$ cat src/rtl/cu_defines.svh
`ifndef CU_DEFINES_SVH
`define CU_DEFINES_SVH

// instruction word
`define CU_WORD_W 32

// class field, bits 27..25 of the instruction
`define CU_CLASS_HI 27
`define CU_CLASS_LO 25
`define CU_CLASS_W  (`CU_CLASS_HI - `CU_CLASS_LO + 1)

// class codes kept by this control unit
`define CU_CODE_DPSHIFT 3'b000
`define CU_CODE_DPIMM   3'b001
`define CU_CODE_BRANCH  3'b101

// set-flags bit of data-processing instructions
`define CU_SBIT 20

// link bit of branch instructions
`define CU_LBIT 24

// state register width
`define CU_STATE_W 4

// alu operation field of the control word
`define CU_ALUOP_W 5

`endif

$ cat src/rtl/cuPkg.sv
package cuPkg;

`include "cu_defines.svh"

	// raw instruction as held in the IR
	typedef logic [`CU_WORD_W-1:0] instrWord_t;

	typedef enum logic [1:0] {
		dataImm     = 2'd0,
		dataShift   = 2'd1,
		branch      = 2'd2,
		unsupported = 2'd3
	} instrClass_t;

	// fields of the instruction the FSM and the microcode care about
	typedef struct packed {
		instrClass_t instrClass;
		logic        sBit;
		logic        lBit;
	} decodedInstr_t;

	// state codes follow the microprogram numbering
	typedef enum logic [`CU_STATE_W-1:0] {
		reset       = 4'd0,
		fetchAddr   = 4'd1,
		fetchReq    = 4'd2,
		fetchWait   = 4'd3,
		decode      = 4'd4,
		dpImmAlu    = 4'd5,
		dpImmWrite  = 4'd6,
		dpShift     = 4'd7,
		branchCalc  = 4'd8,
		branchWrite = 4'd9,
		branchLink  = 4'd10
	} cuState_t;

	typedef struct packed {
		// load strobes
		logic                   rfLd;
		logic                   irLd;
		logic                   marLd;
		logic                   frLd;

		// memory interface
		logic                   rw;
		logic                   mov;
		logic [1:0]             typeData;

		// datapath mux selects
		logic [1:0]             maSel;
		logic [1:0]             mbSel;
		logic [2:0]             mcSel;
		logic                   md;
		logic [1:0]             mfSel;
		logic                   mh;
		logic [1:0]             miSel;
		logic [1:0]             mjSel;

		// immediate extender
		logic                   e;

		// shifter mode
		logic [2:0]             tSel;

		// status select, S5 is the msb
		logic [5:0]             sSel;

		logic [`CU_ALUOP_W-1:0] aluOp;
	} ctrlWord_t;

	// every strobe low, every select at zero
	localparam ctrlWord_t ctrlIdle = '0;

endpackage

$ cat src/rtl/instrDecoder.sv
`timescale 1ns/1ps

`include "cu_defines.svh"

module instrDecoder
	import cuPkg::*;
(
	input  instrWord_t    ir,
	output decodedInstr_t dec
);

	logic [`CU_CLASS_W-1:0] classCode;
	instrClass_t            instrClass;
	logic                   sBit;
	logic                   lBit;

	assign classCode = ir[`CU_CLASS_HI:`CU_CLASS_LO];

	// only three class codes have a microprogram here
	always_comb
	begin
		case (classCode)
			`CU_CODE_DPIMM:
				instrClass = dataImm;
			`CU_CODE_DPSHIFT:
				instrClass = dataShift;
			`CU_CODE_BRANCH:
				instrClass = branch;
			// load/store and coprocessor codes land here
			default:
				instrClass = unsupported;
		endcase
	end

	// S only matters for data processing, L only for branch
	assign sBit = ir[`CU_SBIT];
	assign lBit = ir[`CU_LBIT];

	always_comb
	begin
		dec.instrClass = instrClass;
		dec.sBit = sBit;
		dec.lBit = lBit;
	end

endmodule

$ cat src/rtl/sequencer.sv
`timescale 1ns/1ps

module sequencer
	import cuPkg::*;
(
	input  logic          CLK,
	input  logic          arstN,
	input  decodedInstr_t dec,
	input  logic          cond,
	input  logic          moc,
	output cuState_t      state
);

	cuState_t nextState;
	cuState_t entryState;

	// first execute state for the decoded class
	always_comb
	begin
		case (dec.instrClass)
			dataImm:
				entryState = dpImmAlu;
			dataShift:
				entryState = dpShift;
			branch:
			begin
				// link first saves the return address
				if (dec.lBit)
					entryState = branchLink;
				else
					entryState = branchCalc;
			end
			default:
				entryState = fetchAddr;
		endcase
	end

	always_comb
	begin
		nextState = state;
		case (state)
			reset:
				nextState = fetchAddr;
			fetchAddr:
				nextState = fetchReq;
			fetchReq:
				nextState = fetchWait;
			// stay here until memory reports the read complete
			fetchWait:
			begin
				if (moc)
					nextState = decode;
			end
			// a failed condition skips execution entirely
			decode:
			begin
				if (cond)
					nextState = entryState;
				else
					nextState = fetchAddr;
			end
			dpImmAlu:
				nextState = dpImmWrite;
			branchLink:
				nextState = branchCalc;
			branchCalc:
				nextState = branchWrite;
			dpImmWrite, dpShift, branchWrite:
				nextState = fetchAddr;
			// unused codes recover through a new fetch
			default:
				nextState = fetchAddr;
		endcase
	end

	always_ff @(posedge CLK or negedge arstN)
	begin
		if (!arstN)
			state <= reset;
		else
			state <= nextState;
	end

endmodule

$ cat src/rtl/microcodeDecode.sv
`timescale 1ns/1ps

module microcodeDecode
	import cuPkg::*;
(
	input  cuState_t      state,
	input  decodedInstr_t dec,
	output ctrlWord_t     ctrl,
	output logic          clr
);

	// datapath clear only while the FSM sits in reset
	assign clr = (state == reset);

	always_comb
	begin
		ctrl = ctrlIdle;
		case (state)
			// MAR <- PC
			fetchAddr:
			begin
				ctrl.marLd = 1'b1;
				ctrl.maSel = 2'b10;
				ctrl.md = 1'b1;
				ctrl.aluOp = 5'b10000;
			end
			// word read starts, PC advances
			fetchReq:
			begin
				ctrl.rfLd = 1'b1;
				ctrl.rw = 1'b1;
				ctrl.mov = 1'b1;
				ctrl.typeData = 2'b10;
				ctrl.maSel = 2'b10;
				ctrl.mcSel = 3'b011;
				ctrl.md = 1'b1;
				ctrl.aluOp = 5'b10001;
			end
			fetchWait:
			begin
				ctrl.irLd = 1'b1;
				ctrl.rw = 1'b1;
				ctrl.mov = 1'b1;
				ctrl.typeData = 2'b10;
			end
			dpImmAlu:
			begin
				ctrl.rfLd = 1'b1;
				ctrl.mbSel = 2'b01;
				ctrl.mcSel = 3'b100;
				ctrl.mfSel = 2'b11;
				ctrl.md = 1'b1;
				ctrl.tSel = 3'b001;
				ctrl.e = 1'b1;
				ctrl.aluOp = 5'b10011;
			end
			dpImmWrite:
			begin
				ctrl.rfLd = 1'b1;
				ctrl.frLd = dec.sBit;
				ctrl.miSel = 2'b10;
				ctrl.mjSel = 2'b01;
				ctrl.tSel = 3'b100;
			end
			dpShift:
			begin
				ctrl.rfLd = 1'b1;
				ctrl.frLd = dec.sBit;
				ctrl.mbSel = 2'b01;
				ctrl.mh = 1'b1;
				ctrl.miSel = 2'b01;
			end
			// LR <- PC before the target is formed
			branchLink:
			begin
				ctrl.rfLd = 1'b1;
				ctrl.maSel = 2'b11;
				ctrl.mcSel = 3'b010;
				ctrl.md = 1'b1;
				ctrl.mjSel = 2'b01;
				ctrl.sSel = 6'b000100;
				ctrl.aluOp = 5'b10000;
			end
			// flags load unconditionally on every branch
			branchCalc:
			begin
				ctrl.rfLd = 1'b1;
				ctrl.frLd = 1'b1;
				ctrl.mbSel = 2'b01;
				ctrl.mcSel = 3'b100;
				ctrl.md = 1'b1;
				ctrl.mfSel = 2'b11;
				ctrl.miSel = 2'b10;
				ctrl.mjSel = 2'b10;
				ctrl.e = 1'b1;
				ctrl.tSel = 3'b100;
				ctrl.aluOp = 5'b10011;
			end
			branchWrite:
			begin
				ctrl.rfLd = 1'b1;
				ctrl.maSel = 2'b10;
				ctrl.mbSel = 2'b01;
				ctrl.mcSel = 3'b011;
				ctrl.md = 1'b1;
				ctrl.miSel = 2'b10;
				ctrl.mjSel = 2'b01;
				ctrl.tSel = 3'b101;
				ctrl.sSel = 6'b000100;
				ctrl.aluOp = 5'b00100;
			end
			// reset and decode keep every strobe low
			default:
				ctrl = ctrlIdle;
		endcase
	end

endmodule

$ cat src/rtl/controlUnit.sv
`timescale 1ns/1ps

module controlUnit
	import cuPkg::*;
(
	input  logic       CLK,
	input  logic       arstN,
	input  instrWord_t ir,
	input  logic       cond,
	input  logic       moc,
	output ctrlWord_t  ctrl,
	output logic       clr
);

	decodedInstr_t dec;
	cuState_t      state;

	instrDecoder uDecoder
	(
		.ir(ir),
		.dec(dec)
	);

	// cond and moc are seen by the sequencer only
	sequencer uSequencer
	(
		.CLK(CLK),
		.arstN(arstN),
		.dec(dec),
		.cond(cond),
		.moc(moc),
		.state(state)
	);

	microcodeDecode uMicrocode
	(
		.state(state),
		.dec(dec),
		.ctrl(ctrl),
		.clr(clr)
	);

endmodule

$ cat config.mk
export PLATFORM = sky130hd
export DESIGN_NAME = controlUnit
export DESIGN_NICKNAME = d
export VERILOG_FILES = /design/src/rtl/cuPkg.sv /design/src/rtl/instrDecoder.sv /design/src/rtl/sequencer.sv /design/src/rtl/microcodeDecode.sv /design/src/rtl/controlUnit.sv
export VERILOG_INCLUDE_DIRS = /design/src /design/src/rtl
export SDC_FILE = /design/constraint.sdc
export NUM_CORES = 1
export LEC_CHECK = 0
export ABC_AREA = 1
export BUFFER_PORTS_ARGS = -buffer_cell sky130_fd_sc_hd__buf_2
export CAP_MARGIN = 10
export CORE_UTILIZATION = 32
export CTS_CLUSTER_DIAMETER = 60
export DETAILED_ROUTE_END_ITERATION = 7
export HOLD_SLACK_MARGIN = 0.12
export PLACE_DENSITY = 0.8
export SLEW_MARGIN = 10
export SYNTH_ARGS = -nofsm -noshare
export SYNTH_HDL_FRONTEND = slang
export SYNTH_SLANG_ARGS = --single-unit
$ cat constraint.sdc
create_clock -name CLK -period 1.55 [get_ports CLK]
set_clock_uncertainty 0.2 [all_clocks]
set_input_delay 0.0775 -clock CLK [delete_from_list [all_inputs] [get_ports CLK]]
set_output_delay 0.0775 -clock CLK [all_outputs]
set_load 0.02 [all_outputs]
# Yosys cells after proc, flatten, opt, wreduce, memory -nomap -nowiden
# Cells that the tools add are included.
[totals]
reg_bits = 4
inputBits = 36
output_inout_bits = 39
wordCells = 55
[op_classes]
n_eq_ne = 15
n_mux = 23
n_reduce_logical = 16
[ops]
columns = ["operator", "n"]
rows = [
  ["case mux 4 bit (7 select lines)", 1],
  ["case mux 5 bit (4 select lines)", 1],
  ["case mux 3 bit (3 select lines)", 2],
  ["== test 4 x 3 -> 1 bit, second input constant", 4],
  ["OR reduction 2 bit", 7],
  ["== test 4 bit, second input constant", 3],
  ["two-way mux 4 bit", 3],
  ["case mux 2 bit (2 select lines)", 3],
  ["case mux 4 bit (3 select lines)", 1],
  ["OR reduction 3 bit", 3],
  ["== test 4 x 2 -> 1 bit, second input constant", 2],
  ["two-way mux 1 bit", 7],
  ["OR reduction 7 bit", 1],
  ["case mux 2 bit (3 select lines)", 1],
  ["OR reduction 6 bit", 1],
  ["== test 4 x 1 -> 1 bit, second input constant", 1],
  ["logical NOT 4 bit", 1],
  ["two-way mux 2 bit", 2],
  ["OR reduction 4 bit", 1],
  ["== test 3 x 1 -> 1 bit, second input constant", 1],
  ["== test 3 bit, second input constant", 1],
  ["logical NOT 3 bit", 1],
  ["two-way mux 3 bit", 1],
  ["== test 2 x 1 -> 1 bit, second input constant", 1],
  ["4 further kinds", 4],
]

# Longest topological paths before layout
# Gate-level depths: netlist of the first run.
[depth]
depth_word = 6
depth_mapped = 6

# Hierarchy
# From an unflattened synthesis of the first run, not the netlist that was laid out.
[hier_totals]
cells_unflattened = 129
hier_area_um2 = 721.9
[modules_own_cells]
columns = ["mod", "n_inst", "cells_per_inst", "area_per_inst_um2", "seq_area_each_um2"]
rows = [
  ["microcodeDecode", 1, 73, 382.9, 0.0],
  ["sequencer", 1, 50, 309.0, 100.1],
  ["instrDecoder", 1, 6, 30.0, 0.0],
]

# Least setup slack after synthesis of the first run
# No wires, ideal clock.
[synth_timing]
path_kind = "reg2out"
startpoint = "register uSequencer.state[1]"
endpoint = "output port ctrl[29] (netlist name)"
t_arrival_ns = 1.211
required_ns = 1.272
setup_slack_ns = 0.061
path_stages_with_launch = 6
n_path_buf = 0
cell_sequence = "dfrtp_1 -> inv_2 -> nand2_1 -> nor2_1 -> nor2_1 -> inv_1"
[synth_rtl]
columns = ["element", "line_no", "rtl"]
rows = [
  ["start: declaration", "sequencer.sv:11", "output cuState_t state"],
  ["start signal: assignment", "sequencer.sv:79", "state <= reset;"],
  ["start signal: assignment", "sequencer.sv:81", "state <= nextState;"],
  ["end: declaration", "controlUnit.sv:11", "output ctrlWord_t ctrl,"],
]

==> out/metrics.yaml, run 1 <==
status: "finished with violations"
violations: "negative setup slack"
p_clk_frac: 0.067
layout_min_cycle_time_ns: 1.66
layout_common_cells: "28 x nand2_1, 24 x buf_2, 13 x nor2_1"
pre_cts_ws_ns: 0.0671
drc: 0
biggestRegsByFlops: "uSequencer.state x4"
fmax_ghz: 0.603
setup_tns_ns: -1.06
critical_path.cell_chain: "inv_2, nor2_4, nand2_1, o21ai_0, buf_2"
wl_mm: 1.84
grt_usage: 0.169
overflow: 0
worst_setup_path_start_kind: "flip-flop"
whs_path_depth: 4
antenna_left: 0
combinationalPowerShare: 0.805
synth_mux_area_frac: 0
syn-cell-area_um2: 598
core-area_um2: 1750
p_switching_mw: 1.14
start_util: 0.343
fp.dieW_um: 45.2
synth_fa_ha_area_frac: 0
power_mw: 2.02
rrSetupSlack_ns: 0.12
portBuffers: 38
ys_warn_count: 0
yosys.area_share.simple: 0.517
dp_hpwl_mm: 1.18
hold_viol_final: 0
synthCells: 107
tritoncts.num_buffers: 3
critPathArrivalTime_ns: 1.38
htree_levels: 1
crit_slowest_cell: "dfrtp_2"
largest-register: "uSequencer.state"
hold_path_class: "in -> out"
yosysSeqAreaShare: 0.167
cts.clk_slew.worst_paths_ns: 0.04
cp_max_fo: 4
synth_area_per_cell_um2: 5.59
p_leak_nw: 0.679
vdd_drop_max_mv: 0.830
final_common_cell: "nand2_1"
rows: 15
r2r_cells: 6
synth_top_family_by_area: "simple AND/OR/NAND/NOR gates"
drive_above_1_share: 0.487
power.internal_mw: 0.878
grt_max_degree: 8
areaGrowthSynthToFinish_pct: 71.8
grt_pass1_wl_mm: 2.44
vias: 781
crit_required_ns: 1.27
ctsRootBufferMaster: "clkbuf_4"
critPathBufInv: 2
hold_end: "ctrl[34]"
min-delay-start: "ir[20]"
timing.rr.end: "uSequencer.state[0]"
end_kind: "output port"
drv_slew: 0
ys_ff_latch: 4
synthXorXnorAreaFrac: 0
drt_pass1_iterations: 4
gp_congestion: 0.892
reg2reg_from: "uSequencer.state[3]"
fin_crit_sh: 1.07
drt-initial-drc-count: 15
synth_cell_types: 16
pin_count: 75
wire_per_inst_um: 10.3
setup_violations: 18
clock_sinks: 4
criticalPathCategory: "reg -> out"
diodes: 0
fp.dieH_um: 45.2
synth_compound_area_frac: 0.0397
cts_buffer_depth: 2
antenna_found_initial: 0
critPathMaxStageDelay_ns: 0.41
sw_frac_of_total: 0.565
rsz0062_at_grt: "true"
max_cap_viol_count: 0
crit_family: "flip-flops"
fin_ws_ns: -0.109
die-area_um2: 2050
grt_pass1_vias: 647
vias_per_cell: 4.36
insertion_delay_ns: 0.24
largest_reg_flops: 4
fin_nets: 192
p_seq_frac: 0.128
powerDensity_nw_per_um2: 1970
tritoncts: "built"
==> worst register-to-register path: cells and delay by family (launching register included) <==
kind / cells / cell delay (ns)
and+or+nand+nor: 5 / 0.58
DFF: 1 / 0.44
buffers and inverters: 1 / 0.10
==> area by class of cell <==
cell class              count  area, um^2
fillers                   177         718
multi-input cells          81         430
repair buffers             49         369
flip-flops and latches      4         105
inverters                  17        68.8
well taps                  25        31.3
clock buffers               3        22.5
==> logic make-up after synthesis <==
| group | count (synthesis) |
|---|---|
| other | 1 |
| AND/OR/NAND/NOR | 68 |
| AO/OA/AOI/OAI | 4 |
| flip-flops | 4 |
| buffers and inverters | 30 |
==> synth_stat cells <==
| cell type | number | area share |
|---|---|---|
| dfrtp_1 | 4 | 0.17 |
| nor2_2 | 2 | 0.021 |
| buf_4 | 13 | 0.16 |
| nor2_4 | 2 | 0.038 |
| inv_1 | 13 | 0.082 |
| nand3_2 | 1 | 0.017 |
| nor3_1 | 2 | 0.017 |
| o21ai_2 | 1 | 0.015 |
| nand2_2 | 5 | 0.052 |
| o21ai_0 | 3 | 0.025 |
| nand2_1 | 31 | 0.19 |
| and2_4 | 1 | 0.015 |
| nand3_1 | 6 | 0.050 |
| nor2_1 | 18 | 0.11 |
| inv_2 | 4 | 0.025 |
| conb_1 | 1 | 0.0063 |
==> worst max-delay path by stage <==
stage | to | cells past startpoint | slack [ns] | startpoint
after global placement | ctrl[37] | 7 | 0.08 | uSequencer.state[0]
after floorplan | ctrl[29] | 5 | 0.06 | uSequencer.state[1]
after global routing | ctrl[26] | 5 | -0.20 | uSequencer.state[3]
final | ctrl[26] | 5 | -0.11 | uSequencer.state[3]
after CTS | ctrl[34] | 4 | -0.08 | uSequencer.state[0]
after detailed placement | ctrl[22] | 7 | 0.07 | uSequencer.state[0]
==> routing by layer <==
metal	track usage	vias up	part of all wire
li1	-	395	-
met1	0.166	342	0.36
met2	0.316	36	0.57
met3	0.0240	8	0.044
met4	0.127	0	0.032
met5	0	-	0
==> per-stage QoR <==
step | area, um^2 | utilization | hold slack (ns) | instances
4_1_cts | 936 | 0.536 | 0.345 | 179
3_5_place_dp | 759 | 0.435 | -0.318 | 166
6_report | 1030 | 0.589 | 0.308 | 179
3_3_place_gp | 759 | 0.435 | -0.321 | 166
2_1_floorplan | 628 | - | -0.418 | 115
5_1_grt | 1030 | 0.589 | 0.323 | 179
==> power groups by stage <==
stage	combinational, mW	sequential (mW)	clock (mW)
after floorplan	0.992	0.211	0
after global placement	1.29	0.212	0
after detailed placement	1.30	0.213	0
after CTS	1.48	0.239	0.139
after global routing	1.74	0.266	0.138
final	1.63	0.259	0.136
==> timing repair <==
item	in CTS	in global routing
endpoints found under the hold margin	8	0
hold buffers	8	0
setup endpoints to repair	22	28
pin swaps	3	4
buffers inserted	2	0
gates resized for setup	20	30
Note: power is estimated with default switching activity, not from simulation.
==> run 2, diff against run 1 <==
==> constraint.sdc (replaced) <==
create_clock -name CLK -period 1.55 [get_ports CLK]
set_clock_uncertainty 0.2 [all_clocks]
set_input_delay 0.31 -clock CLK [delete_from_list [all_inputs] [get_ports CLK]]
set_output_delay 0.31 -clock CLK [all_outputs]
set_load 0.02 [all_outputs]
==> run 2 against run 1 <==
Against the previous run: the flow still finishes with violations (negative setup slack); largest power group unchanged; fmax fell by 16%; critical path depth grew 3; sequential share of layout area fell by 2.5 points; final cell count is 8.4% higher; utilization is 19 points higher; sequential power is 7% lower; die area is the same; first-iteration DRC count grew 87%; clock power is 7% higher.
==> out/metrics.yaml, run 2 (same netlist as run 1, synthesis figures left out) <==
rsz0062_at_grt: "true"
wire_per_inst_um: 15.8  # +54%
whs_path_depth: 3  # -1
fp.dieW_um: 45.2  # unchanged
combinationalPowerShare: 0.868  # +0.063
fin_ws_ns: -0.433  # -0.325 ns
drv_slew: 0  # unchanged
cp_max_fo: 4  # unchanged
grt_pass1_wl_mm: 3.97  # +63%
diodes: 0  # unchanged
largest-register: "uSequencer.state"
sw_frac_of_total: 0.516  # -0.0491
antenna_found_initial: 0  # unchanged
biggestRegsByFlops: "uSequencer.state x4"
rows: 15  # unchanged
vdd_drop_max_mv: 1.18  # +43%
power.internal_mw: 1.42  # +61%
final_common_cell: "buf_6"
insertion_delay_ns: 0.24  # about the same
p_switching_mw: 1.51  # +32%
antenna_left: 0  # unchanged
hold_path_class: "in -> reg"
wl_mm: 3.07  # +67%
power_mw: 2.93  # +45%
setup_violations: 33  # +15
vias: 929  # +19%
grt_usage: 0.275  # +0.106
tritoncts.num_buffers: 3  # unchanged
drive_above_1_share: 0.680  # +0.193
cts.clk_slew.worst_paths_ns: 0.04  # about the same
hold_viol_final: 0  # unchanged
crit_required_ns: 1.04  # -0.23 ns
clock_sinks: 4  # unchanged
grt_pass1_vias: 850  # +31%
drt-initial-drc-count: 28  # +13
max_cap_viol_count: 0  # unchanged
largest_reg_flops: 4  # unchanged
status: "finished with violations"
cts_buffer_depth: 2  # unchanged
drc: 0  # unchanged
grt_max_degree: 8  # unchanged
vias_per_cell: 4.79  # +9.8%
portBuffers: 38  # unchanged
gp_congestion: 0.835  # -6.4%
reg2reg_from: "uSequencer.state[0]"
layout_min_cycle_time_ns: 1.98  # +0.325 ns
start_util: 0.343  # unchanged
fmax_ghz: 0.504  # -16%
criticalPathCategory: "reg -> out"
p_clk_frac: 0.050  # -0.017
worst_setup_path_start_kind: "flip-flop"
n_fill_cell: 107  # -40%
overflow: 0  # unchanged
rrSetupSlack_ns: -0.14  # -0.26 ns
htree_levels: 1  # unchanged
drt_pass1_iterations: 4  # unchanged
min-delay-start: "moc"
die-area_um2: 2050  # unchanged
layout_common_cells: "29 x buf_6, 21 x nand2_1, 21 x buf_4"
p_leak_nw: 0.787  # +16%
tritoncts: "built"
areaGrowthSynthToFinish_pct: 128
fp.dieH_um: 45.2  # unchanged
p_seq_frac: 0.083  # -0.045
powerDensity_nw_per_um2: 2140  # +9.0%
dp_hpwl_mm: 1.32  # +11%
end_kind: "output port"
critPathArrivalTime_ns: 1.47  # +0.09 ns
pin_count: 75  # unchanged
timing.rr.end: "uSequencer.state[2]"
violations: "negative setup slack"
fin_crit_sh: 1.28  # +0.209
r2r_cells: 8  # +2
setup_tns_ns: -10.38  # -9.32 ns
ctsRootBufferMaster: "clkbuf_4"
fin_nets: 206  # +7.3%
hold_end: "uSequencer.state[2]"
core-area_um2: 1750  # unchanged
[run 2: cell count changes in the layout (fill, tap and decap cells not counted), moves of 7 or more]
cell and change:
nand2_1 -7, buf_6 +18, buf_2 -14, buf_4 +15, dlygate4sd3_1 -7
[run 2: metal layers]
| layer | part of all wire | track usage |
|---|---|---|
| met5 | 0 | 0 |
| met4 | 0.065 | 0.194 |
| met2 | 0.49 | 0.507 |
| met3 | 0.082 | 0.104 |
| met1 | 0.36 | 0.240 |
[run 2: worst max path at each step]
| stage | from | endpoint | slack (ns) | depth (start not counted) |
|---|---|---|---|---|
| 2_1_floorplan | uSequencer.state[3] | ctrl[17] | -0.03 | 3 |
| 3_3_place_gp | uSequencer.state[2] | ctrl[11] | -0.11 | 5 |
| 3_5_place_dp | uSequencer.state[2] | ctrl[37] | -0.11 | 6 |
| 4_1_cts | uSequencer.state[0] | ctrl[0] | -0.32 | 6 |
| 5_1_grt | uSequencer.state[3] | ctrl[29] | -0.48 | 8 |
| 6_report | uSequencer.state[3] | ctrl[29] | -0.43 | 8 |
[run 2: cell type report]
type	count	area (um^2)	area share
clock buffer	4	26.3	0.0192
timing repair buffer	63	584	0.428
inverter	17	68.8	0.0504
multi-input combinational	81	549	0.402
tap	25	31.3	0.0229
sequential	4	105	0.0770
[run 2: what timing repair did]
action	CTS	global route
resized for setup	83	18
endpoints found under the setup margin	30	33
pin swaps	10	7
hold buffers	1	0
setup buffers	3	6
hold endpoints to repair	4	0
cloned	0	0
[run 2: power by group through the flow]
stage | sequential, mW | clock [mW] | combinational (mW)
after global routing | 0.244 | 0.160 | 2.67
final | 0.241 | 0.145 | 2.54
after global placement | 0.217 | 0 | 1.53
after detailed placement | 0.219 | 0 | 1.55
after CTS | 0.232 | 0.144 | 2.12
after floorplan | 0.221 | 0 | 1.05
[run 2: stage by stage]
step | hold slack [ns] | util | cells | setup slack, ns | instance area (um^2)
finish | 0.165 | 0.782 | 194 | -0.433 | 1370
global route | 0.176 | 0.782 | 194 | -0.476 | 1370
detailed placement | -0.0849 | 0.514 | 180 | -0.109 | 897
floorplan | -0.186 | - | 115 | -0.0343 | 661
global placement | -0.0879 | 0.514 | 180 | -0.109 | 897
CTS | 0.174 | 0.698 | 188 | -0.318 | 1220
[run 2: critical path: stages, from the launching register on]
cell and delay, ns:
dfrtp_2 0.43, inv_2 0.08, nor2_4 0.18, buf_6 0.15, nand2_8 0.06, nand3_4 0.09, nor2_2 0.05, inv_1 0.08
buf_6 0.12
==> run 3, diff against run 2 <==
--- a/config.mk
+++ b/config.mk
@@ -6,14 +6,13 @@
 export SDC_FILE = /design/constraint.sdc
 export NUM_CORES = 1
 export LEC_CHECK = 0
-export ABC_AREA = 1
 export BUFFER_PORTS_ARGS = -buffer_cell sky130_fd_sc_hd__buf_2
 export CAP_MARGIN = 10
-export CORE_UTILIZATION = 32
+export CORE_UTILIZATION = 33
 export CTS_CLUSTER_DIAMETER = 60
 export DETAILED_ROUTE_END_ITERATION = 7
 export HOLD_SLACK_MARGIN = 0.12
-export PLACE_DENSITY = 0.8
+export PLACE_DENSITY = 0.79
 export SLEW_MARGIN = 10
 export SYNTH_ARGS = -nofsm -noshare
 export SYNTH_HDL_FRONTEND = slang
==> run 3 against run 2 <==
Against the previous run: the flow still finishes with violations (negative setup slack); largest power group unchanged; critical path depth decreased by 4; final cell count shrank 7.2%; flip-flop and latch count unchanged; register-to-register slack worse by 0.05 ns; utilization grew 8.5 points; hold slack gained 0.021 ns; first-iteration DRC count fell by 36%.
==> out/metrics.yaml, run 3 <==
critical_path.cell_chain: "or3b_4, buf_4, a21oi_1, buf_4"
vias_per_cell: 5.39  # +13%
wl_mm: 3.55  # +16%
crit_top_cell: "buf_4"
cts.clk_slew.worst_paths_ns: 0.06  # +0.02 ns
reg2reg_from: "uSequencer.state[2]"
max_cap_viol_count: 0  # unchanged
post-synth-top-area-fraction: 0.159  # -0.0352
wl_met1_mm: 1.47  # +31%
drt-initial-drc-count: 18  # -36%
dr_wl_met2_mm: 1.68  # +12%
setup_tns_ns: -14.60  # -4.22 ns
fin_ws_ns: -0.609  # -0.176 ns
criticalPathCategory: "reg -> out"
rows: 15  # unchanged
vdd_drop_max_mv: 1.33  # +13%
violations: "negative setup slack"
crit_slowest_cell: "or3b_4"
start_util: 0.366  # +0.0233
gp_congestion: 0.795  # -4.7%
layout_common_cells: "31 x buf_6, 31 x buf_4, 10 x buf_2"
synth_cell_types: 34  # +18
async_flop_share: 1.00  # unchanged
layoutNonFillerInstCount: 180  # -7.2%
syn-cell-area_um2: 659  # +10%
synth_area_per_cell_um2: 7.25  # +30%
grt_max_degree: 13  # +5
crit_family: "simple AND/OR/NAND/NOR gates"
dp_hpwl_mm: 1.71  # +30%
dpl-instance-area_um2: 1130  # +26%
clock_sinks: 4  # unchanged
critPathArrivalTime_ns: 1.65  # +0.18 ns
biggestRegsByFlops: "uSequencer.state x4"
fp.dieW_um: 46.7  # +3.3%
ys_warn_count: 0  # unchanged
drt_pass1_iterations: 4  # unchanged
grt_usage: 0.287  # +0.0119
fp.dieH_um: 46.7  # +3.3%
htree_levels: 1  # unchanged
dr_wl_met3_um: 200  # -21%
core-area_um2: 1800  # +3.2%
hold_ws_ns: 0.185  # +0.0208 ns
wire_per_inst_um: 19.7  # +25%
drv_slew: 0  # unchanged
antenna_found_initial: 0  # unchanged
tritoncts: "built"
cp-startpoint: "uSequencer.state[0]"
largest-register: "uSequencer.state"
ctsRootBufferMaster: "clkbuf_4"
pin_count: 75  # unchanged
power_mw: 3.34  # +14%
antenna_left: 0  # unchanged
hold_path_class: "in -> async"
hold_viol_final: 0  # unchanged
synth_area_leader_cell: "buf_4"
ys_ff_latch: 4  # unchanged
areaGrowthSynthToFinish_pct: 137
worst_setup_path_start_kind: "flip-flop"
yosysMostFrequentCell: "buf_4"
layout_min_cycle_time_ns: 2.16  # +0.176 ns
setup_violations: 34  # +3.0%
dp.cells: 168  # -6.7%
critPathMaxStageDelay_ns: 0.44  # about the same
ys_top_cells_by_area: "buf_4 16%, dfrtp_1 15%, a21oi_1 6.1%, nand2b_1 5.7%, nor2_1 5.7%"
drc: 0  # unchanged
p_leak_nw: 0.696  # -12%
overflow: 0  # unchanged
grt_pass1_wl_mm: 4.21  # +5.9%
status: "finished with violations"
vias: 971  # +4.5%
critPathBufInv: 2  # -2
final_cell_area_um2: 1560  # +14%
end_kind: "output port"
fin_nets: 193  # -6.3%
drive_above_1_share: 0.742  # +0.0615
highest_layer: "met4"
synthCells: 91  # -15%
grt_pass1_vias: 903  # +6.2%
cp_max_fo: 3  # -1
crit_required_ns: 1.04  # about the same
yosysSeqAreaShare: 0.152  # -0.0156
synth_edf_count: 0  # unchanged
largest_reg_flops: 4  # unchanged
fmax_ghz: 0.463  # -8.2%
rsz0062_at_grt: "true"
portBuffers: 38  # unchanged
powerDensity_nw_per_um2: 2140  # -0.31%
die-area_um2: 2180  # +6.6%
insertion_delay_ns: 0.28  # +0.04 ns
fin_crit_sh: 1.39  # +0.114
cts_buffer_depth: 2  # unchanged
synth_ff_type: "dfrtp_1"
tritoncts.num_buffers: 3  # unchanged
diodes: 0  # unchanged
synth_commonest_cells: "14 x buf_4, 10 x nor2_1, 8 x a21oi_1"
==> run 3: cell count changes in the layout (fill, tap and decap cells not counted), sizes merged, moves of 2 or more <==
cell    delta
or2        +3
inv       -16
nor3       +3
a21oi      +9
nor2b      +2
nand2     -33
nand3b     +2
nor2      -12
or3        +2
buf       +12
nand2b     +6
nand3      -6
o22ai      +4
==> run 3: cell families after synthesis <==
family | after synthesis | share of synthesized area
buffers and inverters | 23 | 0.245
XOR/XNOR | 1 | 0.0133
flip-flops | 4 | 0.152
AND/OR/NAND/NOR | 39 | 0.355
other | 1 | 0.00569
AO/OA/AOI/OAI | 23 | 0.230
==> run 3: path summary, 6_finish.rpt <==
kind,endpoint,slack (ns),cells past startpoint
worst min register to register,uSequencer.state[1],0.53,2
worst max register to register,uSequencer.state[3],-0.19,6
max in group asynchronous,uSequencer.state[1],0.81,2
min in group CLK,uSequencer.state[3],0.25,3
worst max-delay path,ctrl[25],-0.61,4
worst min-delay path,uSequencer.state[3],0.19,2
==> run 3: final cells by class <==
class                      instances  area (um^2)
inverter                           1         3.75
timing repair buffer              75          677
sequential                         4          101
multi-input combinational         72          727
clock buffer                       3         22.5
tap                               25         31.3
fill                              78          239
==> run 3: stage by stage <==
stage	util	setup slack, ns
floorplan	-	-0.303
global placement	0.626	-0.230
detailed placement	0.626	-0.250
CTS	0.788	-0.499
global route	0.867	-0.621
finish	0.867	-0.609
==> run 3: worst register-to-register path: cells and delay by family, from the launching register on <==
kind / cells / cell delay [ns]
buffers and inverters: 3 / 0.38
DFF: 1 / 0.39
AOI/OAI and AO/OA: 1 / 0.18
and+or+nand+nor: 2 / 0.51
==> run 3: repair_timing <==
item	CTS	global route
setup endpoints to repair	34	34
hold buffers	1	0
setup buffers	3	8
resized for setup	67	23
pin swaps	11	8
endpoints found under the hold margin	4	0
==> run 3: routing by layer <==
layer,vias up,global-route usage
met5,-,0
met4,0,0.160
met3,20,0.0314
met2,64,0.536
met1,466,0.308
li1,421,-
==> run 3: report_power, final <==
group	internal [mW]	switching, mW	total (mW)
clock	0.0894	0.0828	0.172
combinational	1.44	1.53	2.97
sequential	0.144	0.0538	0.198
